==> src/design/lq_pkg.sv <==
// load queue shared types
// sizes, op encoding and the packets passed between stages
package lq_pkg;

    localparam int LQ_CREDITS = 4;
    localparam int MISS_DEPTH = 4;
    localparam int ROB_W      = 6;
    localparam int REG_W      = 6;
    localparam int TAG_W      = 19;
    localparam int IDX_W      = 10;
    localparam int IB_PTR_W   = $clog2(LQ_CREDITS);
    localparam int MQ_PTR_W   = $clog2(MISS_DEPTH);

    // op size field
    localparam logic [1:0] SZ_BYTE = 2'b00;
    localparam logic [1:0] SZ_HALF = 2'b01;
    localparam logic [1:0] SZ_WORD = 2'b10;

    // top bit set selects zero extension
    typedef struct packed {
        logic       zext;
        logic [1:0] size;
    } lq_op_t;

    typedef struct packed {
        logic             io;
        logic [TAG_W-1:0] tag;
        logic [IDX_W-1:0] index;
        logic [1:0]       offset;
    } lq_addr_fields_t;

    // same word, seen raw or split for the cache
    typedef union packed {
        logic [31:0]     raw;
        lq_addr_fields_t f;
    } lq_addr_u;

    typedef struct packed {
        logic [ROB_W-1:0] rob;
        lq_op_t           op;
        lq_addr_u         addr;
        logic [REG_W-1:0] dest;
    } lq_load_t;

    // store buffer conflict report
    typedef struct packed {
        logic        valid;
        logic        resolvable;
        logic [31:0] data;
        logic [3:0]  mask;
    } lq_fwd_t;

    typedef struct packed {
        lq_load_t ld;
        lq_fwd_t  fwd;
    } lq_req_t;

    // parked loads keep no forward data
    typedef lq_load_t lq_miss_t;

    typedef struct packed {
        logic             en;
        logic [ROB_W-1:0] rob;
        logic [REG_W-1:0] dest;
        logic [31:0]      data;
    } lq_wb_t;

endpackage

==> src/design/lq_issue_buffer.sv <==
// load queue issue buffer
`timescale 1ns/1ps

module lq_issue_buffer
    import lq_pkg::*;
(
    input  logic    cpu_clock_i,
    input  logic    arst_n_i,
    input  logic    flush_i,
    input  logic    lsu_vld_i,
    input  lq_req_t lsu_req_i,
    input  logic    take_i,
    output logic    head_vld_o,
    output lq_req_t head_o,
    output logic    lsu_credit_o
);

    lq_req_t             entries [LQ_CREDITS];
    logic [IB_PTR_W:0]   wr_ptr;
    logic [IB_PTR_W:0]   rd_ptr;
    logic                empty;
    logic                full;
    logic                push;
    logic                pop;

    // extra pointer bit tells full from empty
    assign empty = (wr_ptr == rd_ptr);
    assign full  = (wr_ptr[IB_PTR_W] != rd_ptr[IB_PTR_W]) &&
                   (wr_ptr[IB_PTR_W-1:0] == rd_ptr[IB_PTR_W-1:0]);

    assign push = lsu_vld_i && !full;
    assign pop  = take_i && !empty;

    assign head_vld_o = !empty;
    assign head_o     = entries[rd_ptr[IB_PTR_W-1:0]];

    // every entry leaving hands a credit back to the LSU
    assign lsu_credit_o = pop;

    always_ff @(posedge cpu_clock_i or negedge arst_n_i) begin
        if (!arst_n_i) begin
            wr_ptr <= '0;
            rd_ptr <= '0;
        end else if (flush_i) begin
            wr_ptr <= '0;
            rd_ptr <= '0;
        end else begin
            if (push) begin
                wr_ptr <= wr_ptr + 1'b1;
            end
            if (pop) begin
                rd_ptr <= rd_ptr + 1'b1;
            end
        end
    end

    always_ff @(posedge cpu_clock_i) begin
        if (push) begin
            entries[wr_ptr[IB_PTR_W-1:0]] <= lsu_req_i;
        end
    end

endmodule

==> src/design/lq_lookup_stage.sv <==
// load queue lookup stage
`timescale 1ns/1ps

module lq_lookup_stage
    import lq_pkg::*;
(
    input  logic             cpu_clock_i,
    input  logic             arst_n_i,
    input  logic             flush_i,
    input  logic             head_vld_i,
    input  lq_req_t          head_i,
    output logic             take_o,
    input  logic             mem_ack_i,
    input  logic             miss_full_i,
    output logic [TAG_W-1:0] cache_tag_o,
    input  logic             tag_hit_i,
    input  logic             tag_way_i,
    output logic [IDX_W:0]   ram_addr_o,
    output logic             miss_push_o,
    output lq_miss_t         miss_o,
    output logic             hit_vld_o,
    output lq_req_t          hit_o
);

    logic           lookup_stall;
    logic           park;
    logic           fwd_ok;
    logic [IDX_W:0] ram_addr_q;
    logic           hit_vld_q;
    lq_req_t        hit_q;
    lq_req_t        hit_d;

    // a memory response owns the writeback port this cycle
    assign lookup_stall = mem_ack_i;

    assign take_o = head_vld_i && !lookup_stall && !miss_full_i && !flush_i;

    assign cache_tag_o = head_i.ld.addr.f.tag;

    // io, tag miss or a conflict the store buffer can't forward
    assign fwd_ok = head_i.fwd.valid && head_i.fwd.resolvable;
    assign park   = head_i.ld.addr.f.io || !tag_hit_i ||
                    (head_i.fwd.valid && !head_i.fwd.resolvable);

    assign miss_push_o = take_o && park;
    assign miss_o      = head_i.ld;

    always_comb begin
        hit_d = head_i;
        if (!fwd_ok) begin
            hit_d.fwd.mask = 4'b0000;
        end
    end

    // during a stall the held hit re-reads its word so the data
    // lines up again in the following cycle
    assign ram_addr_o = lookup_stall ? ram_addr_q
                                     : {tag_way_i, head_i.ld.addr.f.index};

    assign hit_vld_o = hit_vld_q && !lookup_stall;
    assign hit_o     = hit_q;

    always_ff @(posedge cpu_clock_i or negedge arst_n_i) begin
        if (!arst_n_i) begin
            hit_vld_q <= 1'b0;
        end else if (flush_i) begin
            hit_vld_q <= 1'b0;
        end else if (!lookup_stall) begin
            hit_vld_q <= take_o && !park;
        end
    end

    always_ff @(posedge cpu_clock_i) begin
        if (take_o) begin
            hit_q      <= hit_d;
            ram_addr_q <= {tag_way_i, head_i.ld.addr.f.index};
        end
    end

endmodule

==> src/design/lq_miss_queue.sv <==
// missed load queue
// parks loads until they are oldest and stores have drained
`timescale 1ns/1ps

module lq_miss_queue
    import lq_pkg::*;
(
    input  logic             cpu_clock_i,
    input  logic             arst_n_i,
    input  logic             flush_i,
    input  logic             push_i,
    input  lq_miss_t         push_data_i,
    output logic             full_o,
    input  logic [ROB_W-2:0] oldest_rob_i,
    input  logic             store_buf_empty_i,
    output logic             mem_req_o,
    output logic [31:0]      mem_addr_o,
    input  logic             mem_ack_i,
    input  logic [31:0]      mem_data_i,
    output logic             resp_vld_o,
    output lq_miss_t         resp_o,
    output logic [31:0]      resp_data_o
);

    lq_miss_t          entries [MISS_DEPTH];
    logic [MQ_PTR_W:0] wr_ptr;
    logic [MQ_PTR_W:0] rd_ptr;
    logic              empty;
    logic              push;
    logic              pop;
    logic              issue;
    lq_miss_t          head;

    assign empty  = (wr_ptr == rd_ptr);
    assign full_o = (wr_ptr[MQ_PTR_W] != rd_ptr[MQ_PTR_W]) &&
                    (wr_ptr[MQ_PTR_W-1:0] == rd_ptr[MQ_PTR_W-1:0]);

    assign head = entries[rd_ptr[MQ_PTR_W-1:0]];
    assign push = push_i && !full_o;

    // only the head may go out, one request at a time
    assign issue = !empty && !mem_req_o && store_buf_empty_i &&
                   (head.rob[ROB_W-2:0] == oldest_rob_i);

    // the response retires the head straight to writeback
    assign resp_vld_o  = mem_req_o && mem_ack_i;
    assign resp_o      = head;
    assign resp_data_o = mem_data_i;
    assign pop         = resp_vld_o;

    always_ff @(posedge cpu_clock_i or negedge arst_n_i) begin
        if (!arst_n_i) begin
            wr_ptr    <= '0;
            rd_ptr    <= '0;
            mem_req_o <= 1'b0;
        end else if (flush_i) begin
            wr_ptr    <= '0;
            rd_ptr    <= '0;
            mem_req_o <= 1'b0;
        end else begin
            if (push) begin
                wr_ptr <= wr_ptr + 1'b1;
            end
            if (pop) begin
                rd_ptr <= rd_ptr + 1'b1;
            end
            if (issue) begin
                mem_req_o <= 1'b1;
            end else if (mem_ack_i) begin
                mem_req_o <= 1'b0;
            end
        end
    end

    always_ff @(posedge cpu_clock_i) begin
        if (push) begin
            entries[wr_ptr[MQ_PTR_W-1:0]] <= push_data_i;
        end
        // address held steady while the request is up
        if (issue) begin
            mem_addr_o <= head.addr.raw;
        end
    end

endmodule

==> src/design/lq_writeback_stage.sv <==
// load queue writeback stage
`timescale 1ns/1ps

module lq_writeback_stage
    import lq_pkg::*;
(
    input  logic        cpu_clock_i,
    input  logic        arst_n_i,
    input  logic        flush_i,
    input  logic        hit_vld_i,
    input  lq_req_t     hit_i,
    input  logic [31:0] ram_data_i,
    input  logic        resp_vld_i,
    input  lq_miss_t    resp_i,
    input  logic [31:0] resp_data_i,
    output lq_wb_t      wb_o
);

    logic [31:0]      merged;
    logic [31:0]      raw_word;
    lq_load_t         ld;
    logic [31:0]      result;
    logic             wb_en_q;
    logic [ROB_W-1:0] wb_rob_q;
    logic [REG_W-1:0] wb_dest_q;
    logic [31:0]      wb_data_q;

    // pick the lane and extend to a full register
    function automatic logic [31:0] format_load(logic [31:0] word, lq_op_t op,
                                                logic [1:0] offset);
        logic [7:0]  b;
        logic [15:0] h;
        logic [31:0] r;
        b = word[{offset, 3'b000} +: 8];
        h = offset[1] ? word[31:16] : word[15:0];
        case (op.size)
            SZ_BYTE: r = op.zext ? {24'h000000, b} : {{24{b[7]}}, b};
            SZ_HALF: r = op.zext ? {16'h0000, h} : {{16{h[15]}}, h};
            SZ_WORD: r = word;
            default: r = word;
        endcase
        return r;
    endfunction

    // forwarded store bytes win over the RAM word
    always_comb begin
        for (int i = 0; i < 4; i++) begin
            merged[i*8 +: 8] = hit_i.fwd.mask[i] ? hit_i.fwd.data[i*8 +: 8]
                                                 : ram_data_i[i*8 +: 8];
        end
    end

    // lookup stalls on a response, so at most one source is valid
    assign ld       = resp_vld_i ? resp_i : hit_i.ld;
    assign raw_word = resp_vld_i ? resp_data_i : merged;
    assign result   = format_load(raw_word, ld.op, ld.addr.f.offset);

    always_ff @(posedge cpu_clock_i or negedge arst_n_i) begin
        if (!arst_n_i) begin
            wb_en_q <= 1'b0;
        end else if (flush_i) begin
            wb_en_q <= 1'b0;
        end else begin
            // x0 is never written
            wb_en_q <= (hit_vld_i || resp_vld_i) && (ld.dest != '0);
        end
    end

    always_ff @(posedge cpu_clock_i) begin
        wb_rob_q  <= ld.rob;
        wb_dest_q <= ld.dest;
        wb_data_q <= result;
    end

    assign wb_o.en   = wb_en_q;
    assign wb_o.rob  = wb_rob_q;
    assign wb_o.dest = wb_dest_q;
    assign wb_o.data = wb_data_q;

endmodule

==> src/design/load_queue_top.sv <==
// load queue top
`timescale 1ns/1ps

module load_queue_top
    import lq_pkg::*;
(
    input  logic             cpu_clock_i,
    input  logic             arst_n_i,
    input  logic             flush_i,
    input  logic             lsu_vld_i,
    input  lq_req_t          lsu_req_i,
    output logic             lsu_credit_o,
    output logic [TAG_W-1:0] cache_tag_o,
    input  logic             tag_hit_i,
    input  logic             tag_way_i,
    output logic [IDX_W:0]   ram_addr_o,
    input  logic [31:0]      ram_data_i,
    input  logic [ROB_W-2:0] oldest_rob_i,
    input  logic             store_buf_empty_i,
    output logic             mem_req_o,
    output logic [31:0]      mem_addr_o,
    input  logic             mem_ack_i,
    input  logic [31:0]      mem_data_i,
    output lq_wb_t           wb_o
);

    logic        head_vld;
    lq_req_t     head;
    logic        take;
    logic        miss_push;
    lq_miss_t    miss;
    logic        miss_full;
    logic        hit_vld;
    lq_req_t     hit;
    logic        resp_vld;
    lq_miss_t    resp;
    logic [31:0] resp_data;

    lq_issue_buffer u_issue_buffer (
        .cpu_clock_i  (cpu_clock_i),
        .arst_n_i     (arst_n_i),
        .flush_i      (flush_i),
        .lsu_vld_i    (lsu_vld_i),
        .lsu_req_i    (lsu_req_i),
        .take_i       (take),
        .head_vld_o   (head_vld),
        .head_o       (head),
        .lsu_credit_o (lsu_credit_o)
    );

    lq_lookup_stage u_lookup (
        .cpu_clock_i (cpu_clock_i),
        .arst_n_i    (arst_n_i),
        .flush_i     (flush_i),
        .head_vld_i  (head_vld),
        .head_i      (head),
        .take_o      (take),
        .mem_ack_i   (mem_ack_i),
        .miss_full_i (miss_full),
        .cache_tag_o (cache_tag_o),
        .tag_hit_i   (tag_hit_i),
        .tag_way_i   (tag_way_i),
        .ram_addr_o  (ram_addr_o),
        .miss_push_o (miss_push),
        .miss_o      (miss),
        .hit_vld_o   (hit_vld),
        .hit_o       (hit)
    );

    lq_miss_queue u_miss_queue (
        .cpu_clock_i       (cpu_clock_i),
        .arst_n_i          (arst_n_i),
        .flush_i           (flush_i),
        .push_i            (miss_push),
        .push_data_i       (miss),
        .full_o            (miss_full),
        .oldest_rob_i      (oldest_rob_i),
        .store_buf_empty_i (store_buf_empty_i),
        .mem_req_o         (mem_req_o),
        .mem_addr_o        (mem_addr_o),
        .mem_ack_i         (mem_ack_i),
        .mem_data_i        (mem_data_i),
        .resp_vld_o        (resp_vld),
        .resp_o            (resp),
        .resp_data_o       (resp_data)
    );

    lq_writeback_stage u_writeback (
        .cpu_clock_i (cpu_clock_i),
        .arst_n_i    (arst_n_i),
        .flush_i     (flush_i),
        .hit_vld_i   (hit_vld),
        .hit_i       (hit),
        .ram_data_i  (ram_data_i),
        .resp_vld_i  (resp_vld),
        .resp_i      (resp),
        .resp_data_i (resp_data),
        .wb_o        (wb_o)
    );

endmodule

==> config.mk <==
export PLATFORM = sky130hd
export DESIGN_NAME = load_queue_top
export DESIGN_NICKNAME = d
export VERILOG_FILES = /design/src/design/lq_pkg.sv /design/src/design/lq_issue_buffer.sv /design/src/design/lq_lookup_stage.sv /design/src/design/lq_miss_queue.sv /design/src/design/lq_writeback_stage.sv /design/src/design/load_queue_top.sv
export SDC_FILE = /design/constraint.sdc
export NUM_CORES = 1
export LEC_CHECK = 0
export BUFFER_PORTS_ARGS = -buffer_cell sky130_fd_sc_hd__clkbuf_2
export CAP_MARGIN = 10
export CORE_MARGIN = 10
export CORE_UTILIZATION = 53
export CTS_CLUSTER_DIAMETER = 80
export DETAILED_ROUTE_END_ITERATION = 6
export GPL_ROUTABILITY_DRIVEN = 1
export HOLD_SLACK_MARGIN = 0.15
export PLACE_DENSITY = 0.77
export SLEW_MARGIN = 20
export SYNTH_ARGS = -nofsm -noshare
export SYNTH_HDL_FRONTEND = slang
export SYNTH_SLANG_ARGS = --single-unit
==> constraint.sdc <==
create_clock -name cpu_clock_i -period 3.6 [get_ports cpu_clock_i]
set_clock_uncertainty 0.05 [all_clocks]
set_input_delay 0.72 -clock cpu_clock_i [delete_from_list [all_inputs] [get_ports cpu_clock_i]]
set_output_delay 0.72 -clock cpu_clock_i [all_outputs]
set_load 0.03 [all_outputs]
# Word level (Yosys, flattened, before mapping)
# Memory sizes are Yosys's and may differ from the RTL's.
# Cells that the tools add are included.
# W data, S select, Z words.
[op_classes] shifts=1 n_addsub=4 mux=29 n_eq_ne=9 n_reduce_logical=38
[ops] op="$mux W32" count=3
[ops] op="$pmux W32 S2" count=1
[ops] op="$mux W47" count=1
[ops] op="$mux W8" count=4
[ops] op="$shiftx A32 B6 Y8" count=1
[ops] op="$mux W3" count=8
[ops] op="$logic_and A1 B1 Y1" count=18
[ops] op="$mux W16" count=1
[ops] op="$add A3 B1 Y3 const B" count=4
[ops] op="$mux W11" count=1
[ops] op="$logic_not A1 Y1" count=10
[ops] op="$mux W1" count=10
[ops] op="$reduce_bool A2 Y1" count=4
[ops] op="$eq A3 B3 Y1" count=2
[ops] op="$reduce_bool A6 Y1" count=1
[ops] op="$eq A5 B5 Y1" count=1
[ops] op="$eq A2 B2 Y1" count=2
[ops] op="$logic_or A1 B1 Y1" count=3
[ops] op="$reduce_bool A3 Y1" count=1
[ops] op="$eq A2 B1 Y1 const B" count=1
[ops] op="$logic_not A2 Y1" count=1
[ops] op="$ne A1 B1 Y1" count=2
[ops] op="$ne A2 B2 Y1 const B" count=1
[totals] in_bits=162 reg_bits=185 wordCells=102 ramBits=528 out_inout_bits=109 mem_count=2
[memory_table] name="u_issue_buffer.entries" depth=4 width=85 read_ports=1 rd_clocked_by_memory_dff=0 write_ports=1 line="lq_issue_buffer.sv:18" rtl="lq_req_t entries [LQ_CREDITS];"
[memory_table] name="u_miss_queue.entries" depth=4 width=47 read_ports=1 rd_clocked_by_memory_dff=0 write_ports=1 line="lq_miss_queue.sv:25" rtl="lq_miss_t entries [MISS_DEPTH];"

# Logic depth before layout (Yosys ltp)
# Gate-level depths: netlist (run 1).
[logic_depth] ltp_word=9 ltp_mapped=9 mapped_depth_nobuf=5

# By module
# From an unflattened synthesis (run 1), not the netlist that was laid out.
[hier_totals] hier_cells=1352 area_unflattened_um2=27528.9
[by_module_without_submodules] module="lq_issue_buffer" seq_area_each_um2=10359.9 area_each_um2=12813.5 cells_each=512 n_inst=1
[by_module_without_submodules] module="lq_miss_queue" seq_area_each_um2=6781.5 area_each_um2=8496.9 cells_each=365 n_inst=1
[by_module_without_submodules] module="lq_lookup_stage" seq_area_each_um2=2607.5 area_each_um2=3400.8 cells_each=186 n_inst=1
[by_module_without_submodules] module="lq_writeback_stage" seq_area_each_um2=905.9 area_each_um2=2817.7 cells_each=289 n_inst=1

# Worst setup path before layout (run 1)
# OpenSTA, ideal clock, no wires.
[synth_path] kind="input-to-reg" from="in lsu_vld_i" to="mem u_issue_buffer.entries[3][0] (netlist bit), enable pin" slack_ns=-0.060 n_path_buf=0 required_ns=3.096 t_arrival_ns=3.155 setup_ns=0.454 cell_stages=3 path_cell_list="inv_1 -> a31oi_1 -> and2_1"
[synth_via] elab_chain_cells=3
[synth_rtl] element="start: declaration" line="load_queue_top.sv:10" rtl="input logic lsu_vld_i,"
[synth_rtl] element="$logic_and A1 B1 Y1" line="lq_issue_buffer.sv:31" rtl="assign push = lsu_vld_i && !full;"
[synth_rtl] element="$mux W1" line="lq_issue_buffer.sv:58" rtl="if (push) begin"
[synth_rtl] element="$mux W1 (not written as such)" line="lq_issue_buffer.sv:59" rtl="entries[wr_ptr[IB_PTR_W-1:0]] <= lsu_req_i;"
[synth_rtl] element="end: declaration" line="lq_issue_buffer.sv:18"
# Every way passes these cells.

==> results of run 1 <==
## metrics by stage
stage	hold slack, ps	utilization [%]	area (um^2)	cells	total power [mW]
floorplan	365	-	25600	1182	11.0
global placement	372	58.2	27800	2034	11.6
detailed placement	379	58.2	27800	2034	11.7
CTS	255	62.8	30000	2152	18.6
global route	287	62.8	30000	2158	19.0
finish	290	62.9	30000	2162	18.4
## critical path, stage by stage, from the launching register on
cell and delay [ps]:
dfrtp_4 590, buf_4 310, mux4_2 600, mux2_2 320, clkbuf_2 190
## power by group
group	internal, mW	total [mW]	switching (mW)
sequential	9.27	9.44	0.173
clock	4.09	6.88	2.79
combinational	0.802	2.08	1.28
## layer usage
layer  track usage (%)  share of wire, %  wire [um]  up-vias
met5                 0              0.13         76        -
met4              7.87               2.4       1370       10
met3              4.07               6.8       3880       91
met2              33.8                53      30100      464
met1              25.2                38      21700     6580
li1                  -                 -          -     5442
## Yosys cell counts, types with 3 or more instances
cell      instances
nand3b_1          4
inv_1             8
dfrtp_1          15
a22oi_1           7
nand2b_1          3
edfxtp_1        624
mux2_4            3
xor2_1            3
and3_1            5
buf_1             4
clkbuf_1         20
mux2i_1          39
buf_4            22
nand3_1           3
o221ai_1          8
mux2_2           39
ha_1             10
o21ai_2           9
nor2_1           18
and2_1            9
buf_6             3
buf_2            23
xnor2_1          15
a22o_1            7
dfxtp_1          44
nand2_1          50
o21ai_0          17
mux4_2          129
a21oi_1          10
## cell families (layout without fill, tap and decap cells)
family                   Yosys count  after routing  synth area share (%)
AO/OA/AOI/OAI                     75             75                  2.27
XOR/XNOR                          18             18                 0.616
adder cells (fa/ha/maj)           10             10                 0.489
buffers and inverters             80            435                  1.70
flip-flops                       683            683                  78.2
multiplexers                     211            211                  14.8
other                              0             10                     0
AND/OR/NAND/NOR                  105            105                  1.93
## worst min path at each step
| stage | startpoint | endpoint | slack [ps] | cells past startpoint |
|---|---|---|---|---|
| floorplan | arst_n_i | u_issue_buffer.rd_ptr[0] | 370 | 0 |
| global placement | u_lookup.hit_o[82] | u_writeback.wb_rob_q[3] | 370 | 2 |
| detailed placement | u_lookup.hit_o[82] | u_writeback.wb_rob_q[3] | 380 | 2 |
| CTS | tag_way_i | u_lookup.ram_addr_q[10] | 250 | 1 |
| global route | lsu_req_i[73] | u_issue_buffer.entries[2][73] | 290 | 1 |
| finish | tag_way_i | u_lookup.ram_addr_q[10] | 290 | 1 |
## final cells by class
| type | count | area [um^2] | area share [%] |
|---|---|---|---|
| Antenna cell | 10 | 25.0 | 0.0834 |
| Clock buffer | 87 | 1870 | 6.22 |
| Clock inverter | 29 | 303 | 1.01 |
| Inverter | 8 | 30.0 | 0.100 |
| Multi-Input combinational cell | 419 | 5190 | 17.3 |
| Sequential cell | 683 | 20000 | 66.7 |
| Tap cell | 615 | 769 | 2.56 |
| Timing Repair Buffer | 311 | 1820 | 6.06 |
## state kept, by name, indices dropped and copies added (netlist names), 3 cells and up
name,flops
u_miss_queue.mem_addr_o,32
u_issue_buffer.entries,340
u_lookup.hit_o,63
u_miss_queue.wr_ptr,3
u_miss_queue.rd_ptr,3
u_miss_queue.entries,188
u_writeback.wb_data_q,32
u_writeback.wb_dest_q,6
u_issue_buffer.wr_ptr,3
u_issue_buffer.rd_ptr,3
u_writeback.wb_rob_q,6
## what timing repair did
action / 4_1_cts / 5_1_grt
cloned: 0 / 0
pin swaps: 0 / 0
endpoints found under the hold margin: 15 / 0
gates resized for setup: 0 / 1
buffers inserted: 1 / 0
endpoints found under the setup margin: 2 / 1
hold buffers: 1 / 0
==> flow_summary.toml, run 1 <==
[run_status]
outcome = "complete, but fails checks"
violations = "design-rule violations"

[floorplan]
start_util_pct = 53.6
core_um2 = 47700
ios = 271
fp-row-count = 80
die_x_um = 240
die_y_um = 240
die_area_um2 = 57400

[placed_design]
gp_congestion = 0.910
portBuffers = 270
pre_cts_ws_ps = 557
hpwlAfterDp_mm = 37.5

[final_layout]
area_growth_pct = 17.3
drive_above_1_share_pct = 39.7
layout_common_cells = "edfxtp_1, clkbuf_2, mux4_2, clkbuf_16, nand2_1"
fillers = 3100
mostFrequentLayoutCell = "edfxtp_1"
nets = 1661

[yosys]
synthFlopType = "edfxtp_1"
synth_edf_count = 624
async_reset_ff_share_pct = 2.20
seq_area_frac_synth_pct = 78.2
syn_nets = 1354
synth.top_cell.area_share_pct = 73.3
yosys-top-cells-area = "edfxtp_1, mux4_2, dfxtp_1"
synth_seq_cells = 683
syn_inst = 1182
syn_avg_cell_area_um2 = 21.6
yosysTopAreaCell = "edfxtp_1"
synth_cell_types = 54
ys_warn_count = 0
synth_area_um2 = 25600

[global_route]
grt_usage_pct = 20.1
grt_max_degree = 47
antenna_found_initial = 12
grt_first_pass_wirelength_mm = 85.7
grt-ovfl-total = 0
grt_pass1_vias = 13300

[clock_tree]
worstSkewPairLatency_ps = 580
cts_made_buffers = 66
clockBufferDepth = 3
clockRootBuffer = "clkbuf_16"
clock_sinks = 683
cts_tree = "built"
path_clk_slew_ps = 60
htreeDepth = 3

[sta]
max_freq_mhz = 297
setup_viol = 0
setup_ws_ps = 229
slew_headroom_pct = 47.3
slew_viol_final = 0
rsz0062_at_grt = "false"
tightest_slew_ps = 791
fin_crit_ps = 3370
finalHoldViolCount = 0
period_share_pct = 93.6
tns_ps = 0

[route]
wl_per_cell_um = 26.4
drtIter0Drc = 1158
drc = 4
antenna_left = 0
routed_via_density = 5.82
vias = 12600
firstDrtPassIters = 7
wl_mm = 57.2

[critical_path]
r2r_cells = 6
required_ps = 2830
worstReg2RegStart = "u_miss_queue.rd_ptr[1]"
worstSetupPathType = "reg -> out"
timing.rr.end = "u_writeback.wb_data_q[22]"
setup.worst_path.end = "ram_addr_o[0]"
regToRegSetupSlack_ps = 500
crit_path_start = "u_issue_buffer.rd_ptr[0]"
endpoint_kind = "output pin"
startpoint_type = "flop"
cp_max_fo = 12
arrival_ps = 2600

[power]
power.leakage_nw = 10.5
ir_worst_vdd_mv = 0.314
power.density_nw_per_um2 = 613

[flow_run]
maxCapViolCount = 0

[hold_path]
hp-class = "in -> reg"
No activity file was read; power rests on OpenSTA's default activity.
==> run 2: changes to the inputs <==
--- a/config.mk
+++ b/config.mk
@@ -5,15 +5,15 @@
 export SDC_FILE = /design/constraint.sdc
 export NUM_CORES = 1
 export LEC_CHECK = 0
-export BUFFER_PORTS_ARGS = -buffer_cell sky130_fd_sc_hd__clkbuf_2
 export CAP_MARGIN = 10
 export CORE_MARGIN = 10
-export CORE_UTILIZATION = 53
+export CORE_UTILIZATION = 57
 export CTS_CLUSTER_DIAMETER = 80
 export DETAILED_ROUTE_END_ITERATION = 6
+export DONT_BUFFER_PORTS = 1
 export GPL_ROUTABILITY_DRIVEN = 1
 export HOLD_SLACK_MARGIN = 0.15
-export PLACE_DENSITY = 0.77
+export PLACE_DENSITY = 0.76
 export SLEW_MARGIN = 20
 export SYNTH_ARGS = -nofsm -noshare
 export SYNTH_HDL_FRONTEND = slang
==> run 2 against run 1 <==
Net effect: the flow now finishes without violations; die area shrank 6.4%; hold slack lost 110 ps; critical path depth is the same; combinational power shrank 16%.
==> flow_summary.toml, run 2 (synthesis gave the netlist of run 1 again) <==
[placed_design]
gp_congestion = 0.866
portBuffers = 0
hpwlAfterDp_mm = 35.7
pre_cts_ws_ps = 646

[floorplan]
die_x_um = 232
core_um2 = 44300
die_y_um = 232
ios = 271
fp-row-count = 77
die_area_um2 = 53700
start_util_pct = 57.7

[global_route]
grt_first_pass_wirelength_mm = 84.0
grt_pass1_vias = 12500
grt_max_degree = 49
antenna_found_initial = 4
grt_usage_pct = 21.1
grt-ovfl-total = 0

[sta]
setup_ws_ps = 257
rsz0062_at_grt = "false"
tightest_slew_ps = 883
max_freq_mhz = 299
setup_viol = 0
tns_ps = 0
fin_crit_ps = 3340
finalHoldViolCount = 0
slew_viol_final = 0
period_share_pct = 92.9
slew_headroom_pct = 41.1

[route]
drc = 0
wl_per_cell_um = 29.0
drtIter0Drc = 1135
firstDrtPassIters = 5
wl_mm = 56.4
antenna_left = 0
vias = 12000
routed_via_density = 6.15

[final_layout]
mostFrequentLayoutCell = "edfxtp_1"
nets = 1466
largest_reg_flops = 340
final-seq-area_um2 = 20000
fin_util_pct = 66.3
area_growth_pct = 14.9
layout_common_cells = "edfxtp_1, mux4_2, dlygate4sd3_1, clkbuf_16, nand2_1"
multi_input_area_um2 = 5180
drive_above_1_share_pct = 25.2
fillers = 2801

[critical_path]
startpoint_type = "flop"
crit_slowest_cell = "dfrtp_4"
regToRegSetupSlack_ps = 620
arrival_ps = 2570
endpoint_kind = "output pin"
cp_max_fo = 17
required_ps = 2830
worstSetupPathType = "reg -> out"
path_cells = "xnor2_1 -> a311oi_1 -> nand2_1 -> inv_1"
crit_path_start = "u_issue_buffer.rd_ptr[0]"
path_buf_inv = 1
cp_top_family = "flip-flops"
critPathMaxStageDelay_ps = 620
worstReg2RegStart = "u_miss_queue.rd_ptr[1]"

[power]
ir_worst_vdd_mv = 0.374
power.leakage_nw = 9.64
power.density_nw_per_um2 = 624

[clock_tree]
path_clk_slew_ps = 60
cts_made_buffers = 67
clockBufferDepth = 3
htreeDepth = 3
cts_resized = 0
clock_sinks = 683
cts_tree = "built"
worstSkewPairLatency_ps = 600
clockRootBuffer = "clkbuf_16"

[flow_run]
maxCapViolCount = 0

[hold_path]
hp-start = "lsu_req_i[3]"
hp-class = "in -> reg"

[run_status]
outcome = "completed"
run 2: final timing paths:
| kind | to | cells past startpoint |
|---|---|---|
| setup / recovery | lsu_credit_o | 4 |
| hold / removal | u_issue_buffer.entries[3][3] | 0 |
| setup reg to reg | u_writeback.wb_data_q[26] | 6 |
| hold reg to reg | u_writeback.wb_rob_q[1] | 2 |
| max in group asynchronous | u_miss_queue.rd_ptr[0] | 1 |
| min in group asynchronous | u_issue_buffer.wr_ptr[1] | 1 |
run 2: area by class of cell:
type,instances,share of cell area [%]
Timing Repair Buffer,115,4.08
Clock buffer,93,6.56
Clock inverter,30,0.954
Multi-Input combinational cell,419,17.6
Inverter,8,0.102
Tap cell,592,2.52
Sequential cell,683,68.1
Antenna cell,4,0.0341
run 2: stage by stage:
| stage | hold WS, ps | std cells | total power [mW] | area [um^2] |
|---|---|---|---|---|
| floorplan | 365 | 1182 | 11.0 | 25600 |
| global placement | 377 | 1738 | 11.4 | 26400 |
| detailed placement | 377 | 1738 | 11.4 | 26400 |
| CTS | 152 | 1940 | 18.5 | 29400 |
| global route | 152 | 1944 | 18.9 | 29400 |
| finish | 182 | 1944 | 18.3 | 29400 |
run 2: layer usage:
layer	share of wire, %	track usage [%]	vias up
met3	7.4	5.00	111
met1	38	27.1	6276
met4	3.2	8.27	0
li1	-	-	5048
met5	0	0	-
met2	51	34.5	521
run 2: repair_timing:
item                      4_1_cts  5_1_grt
hold endpoints to repair      316        0
buffers inserted                0        0
hold buffers                   79        0
run 2: report_power, final:
| part | switching, mW | leakage [nW] | total, mW | internal [mW] |
|---|---|---|---|---|
| Clock | 2.91 | 1.09 | 6.97 | 4.06 |
| Sequential | 0.343 | 6.26 | 9.62 | 9.27 |
| Combinational | 1.05 | 2.30 | 1.75 | 0.695 |
==> run 3: changes to the inputs <==
--- a/config.mk
+++ b/config.mk
@@ -7,13 +7,12 @@
 export LEC_CHECK = 0
 export CAP_MARGIN = 10
 export CORE_MARGIN = 10
-export CORE_UTILIZATION = 57
+export CORE_UTILIZATION = 45
 export CTS_CLUSTER_DIAMETER = 80
 export DETAILED_ROUTE_END_ITERATION = 6
 export DONT_BUFFER_PORTS = 1
 export GPL_ROUTABILITY_DRIVEN = 1
-export HOLD_SLACK_MARGIN = 0.15
-export PLACE_DENSITY = 0.76
+export PLACE_DENSITY = 0.63
 export SLEW_MARGIN = 20
 export SYNTH_ARGS = -nofsm -noshare
 export SYNTH_HDL_FRONTEND = slang
==> run 3 against run 2 <==
Net effect: die area increased by 24%; fmax decreased by 2.0%; register-to-register slack got worse by 40 ps; critical endpoint is now ram_addr_o[3]; combinational power decreased by 7%; flip-flop and latch count unchanged; design area decreased by 1.5%; global-route usage decreased by 4.6 points; first-iteration DRC count decreased by 12%; hold slack got worse by 46 ps; critical path depth decreased by 1; highest routed layer unchanged.
==> flow_summary.toml, run 3 (synthesis gave the netlist of run 1 again) <==
[final_layout]
fillers = 4419
final-seq-area_um2 = 20000
drive_above_1_share_pct = 27.4
area_growth_pct = 13.2
fin_util_pct = 51.3
nets = 1387
mostFrequentLayoutCell = "edfxtp_1"
largest_reg_flops = 340
layout_common_cells = "edfxtp_1, mux4_2, clkbuf_16, nand2_1, dfxtp_1"
fin_area_um2 = 29000
fin_cells = 2031
multi_input_area_um2 = 5190

[placed_design]
hpwlAfterDp_mm = 36.0
portBuffers = 0
gp_congestion = 0.876
dp_cells = 1899
pre_cts_ws_ps = 504
dpl_cell_area_um2 = 26600

[critical_path]
worstSetupPathType = "reg -> out"
cp_max_fo = 21
required_ps = 2830
arrival_ps = 2640
startpoint_type = "flop"
endpoint_kind = "output pin"

[hold_path]
hp-class = "in -> reg"

[global_route]
grt_usage_pct = 16.5
grt-ovfl-total = 0
grt_pass1_vias = 11900
grt_max_degree = 59
grt_first_pass_wirelength_mm = 81.5
antenna_found_initial = 2

[clock_tree]
clockBufferDepth = 3
cts_made_buffers = 69
path_clk_slew_ps = 60
htreeDepth = 3
postCtsSetupRepairBufs = 0
clockRootBuffer = "clkbuf_16"
clock_sinks = 683
worstSkewPairLatency_ps = 600
cts_tree = "built"

[floorplan]
die_area_um2 = 66800
die_x_um = 258
die_y_um = 258
fp-row-count = 87
core_um2 = 56400
start_util_pct = 45.4
ios = 271

[sta]
tightest_slew_ps = 866
slew_viol_final = 0
slew_headroom_pct = 42.2
setup_ws_ps = 189
tns_ps = 0
fin_crit_ps = 3410
setup_viol = 0
max_freq_mhz = 293
rsz0062_at_grt = "false"
finalHoldViolCount = 0
period_share_pct = 94.7

[route]
drtIter0Drc = 994
wl_per_cell_um = 27.4
drc = 0
firstDrtPassIters = 7
antenna_left = 0
vias = 11200
routed_via_density = 5.50
wl_mm = 55.7

[flow_run]
maxCapViolCount = 0

[power]
power.density_nw_per_um2 = 640
power.leakage_nw = 9.37
ir_worst_vdd_mv = 0.334

[run_status]
outcome = "completed"
[run 3: final cells by class]
class	instances	area share, %
flip-flops and latches	683	69.1
inverters	8	0.108
clock buffers	94	6.90
repair buffers	34	1.47
well taps	756	3.27
clock inverters	34	1.22
diodes	3	0.0259
multi-input cells	419	17.9
[run 3: critical path, cell delays in order, from the launching register on]
cell     delay (ps)
dfrtp_4         700
buf_6           320
mux4_2          620
mux2_2          380
[run 3: per-stage QoR]
step | hold WS, ps | total power [mW]
finish | 136 | 18.5
global route | 109 | 19.2
CTS | 93.4 | 18.7
detailed placement | 377 | 11.5
global placement | 377 | 11.4
floorplan | 365 | 11.0
[run 3: layer usage]
| layer | up-vias | track usage (%) | wire length (um) |
|---|---|---|---|
| li1 | 4874 | - | - |
| met1 | 5892 | 21.2 | 22700 |
| met2 | 323 | 26.9 | 27900 |
| met3 | 83 | 4.32 | 3630 |
| met4 | 0 | 6.26 | 1500 |
| met5 | - | 0 | 0 |
[run 3: final timing paths]
kind | from | to | slack [ps] | cells past startpoint
min in group asynchronous | arst_n_i | u_miss_queue.wr_ptr[1] | 610 | 1
worst max register to register | u_miss_queue.rd_ptr[0] | u_writeback.wb_data_q[3] | 580 | 5
max in group asynchronous | arst_n_i | u_miss_queue.rd_ptr[0] | 2280 | 1
worst max-delay path | u_issue_buffer.rd_ptr[0] | ram_addr_o[3] | 190 | 3
worst min register to register | u_lookup.hit_o[81] | u_writeback.wb_rob_q[2] | 400 | 2
worst min-delay path | flush_i | u_miss_queue.rd_ptr[1] | 140 | 1
[run 3: where the power goes]
group	leakage (nW)	switching, mW	total (mW)	internal (mW)
clock network	1.14	2.93	7.27	4.34
registers	6.26	0.344	9.62	9.28
logic	1.96	0.991	1.63	0.638
total	9.37	4.26	18.5	14.3
[run 3: what timing repair did]
item / 4_1_cts / 5_1_grt
hold endpoints to repair: 15 / 0
setup endpoints to repair: 9 / 0
resized for setup: 1 / 0
hold buffers: 1 / 0
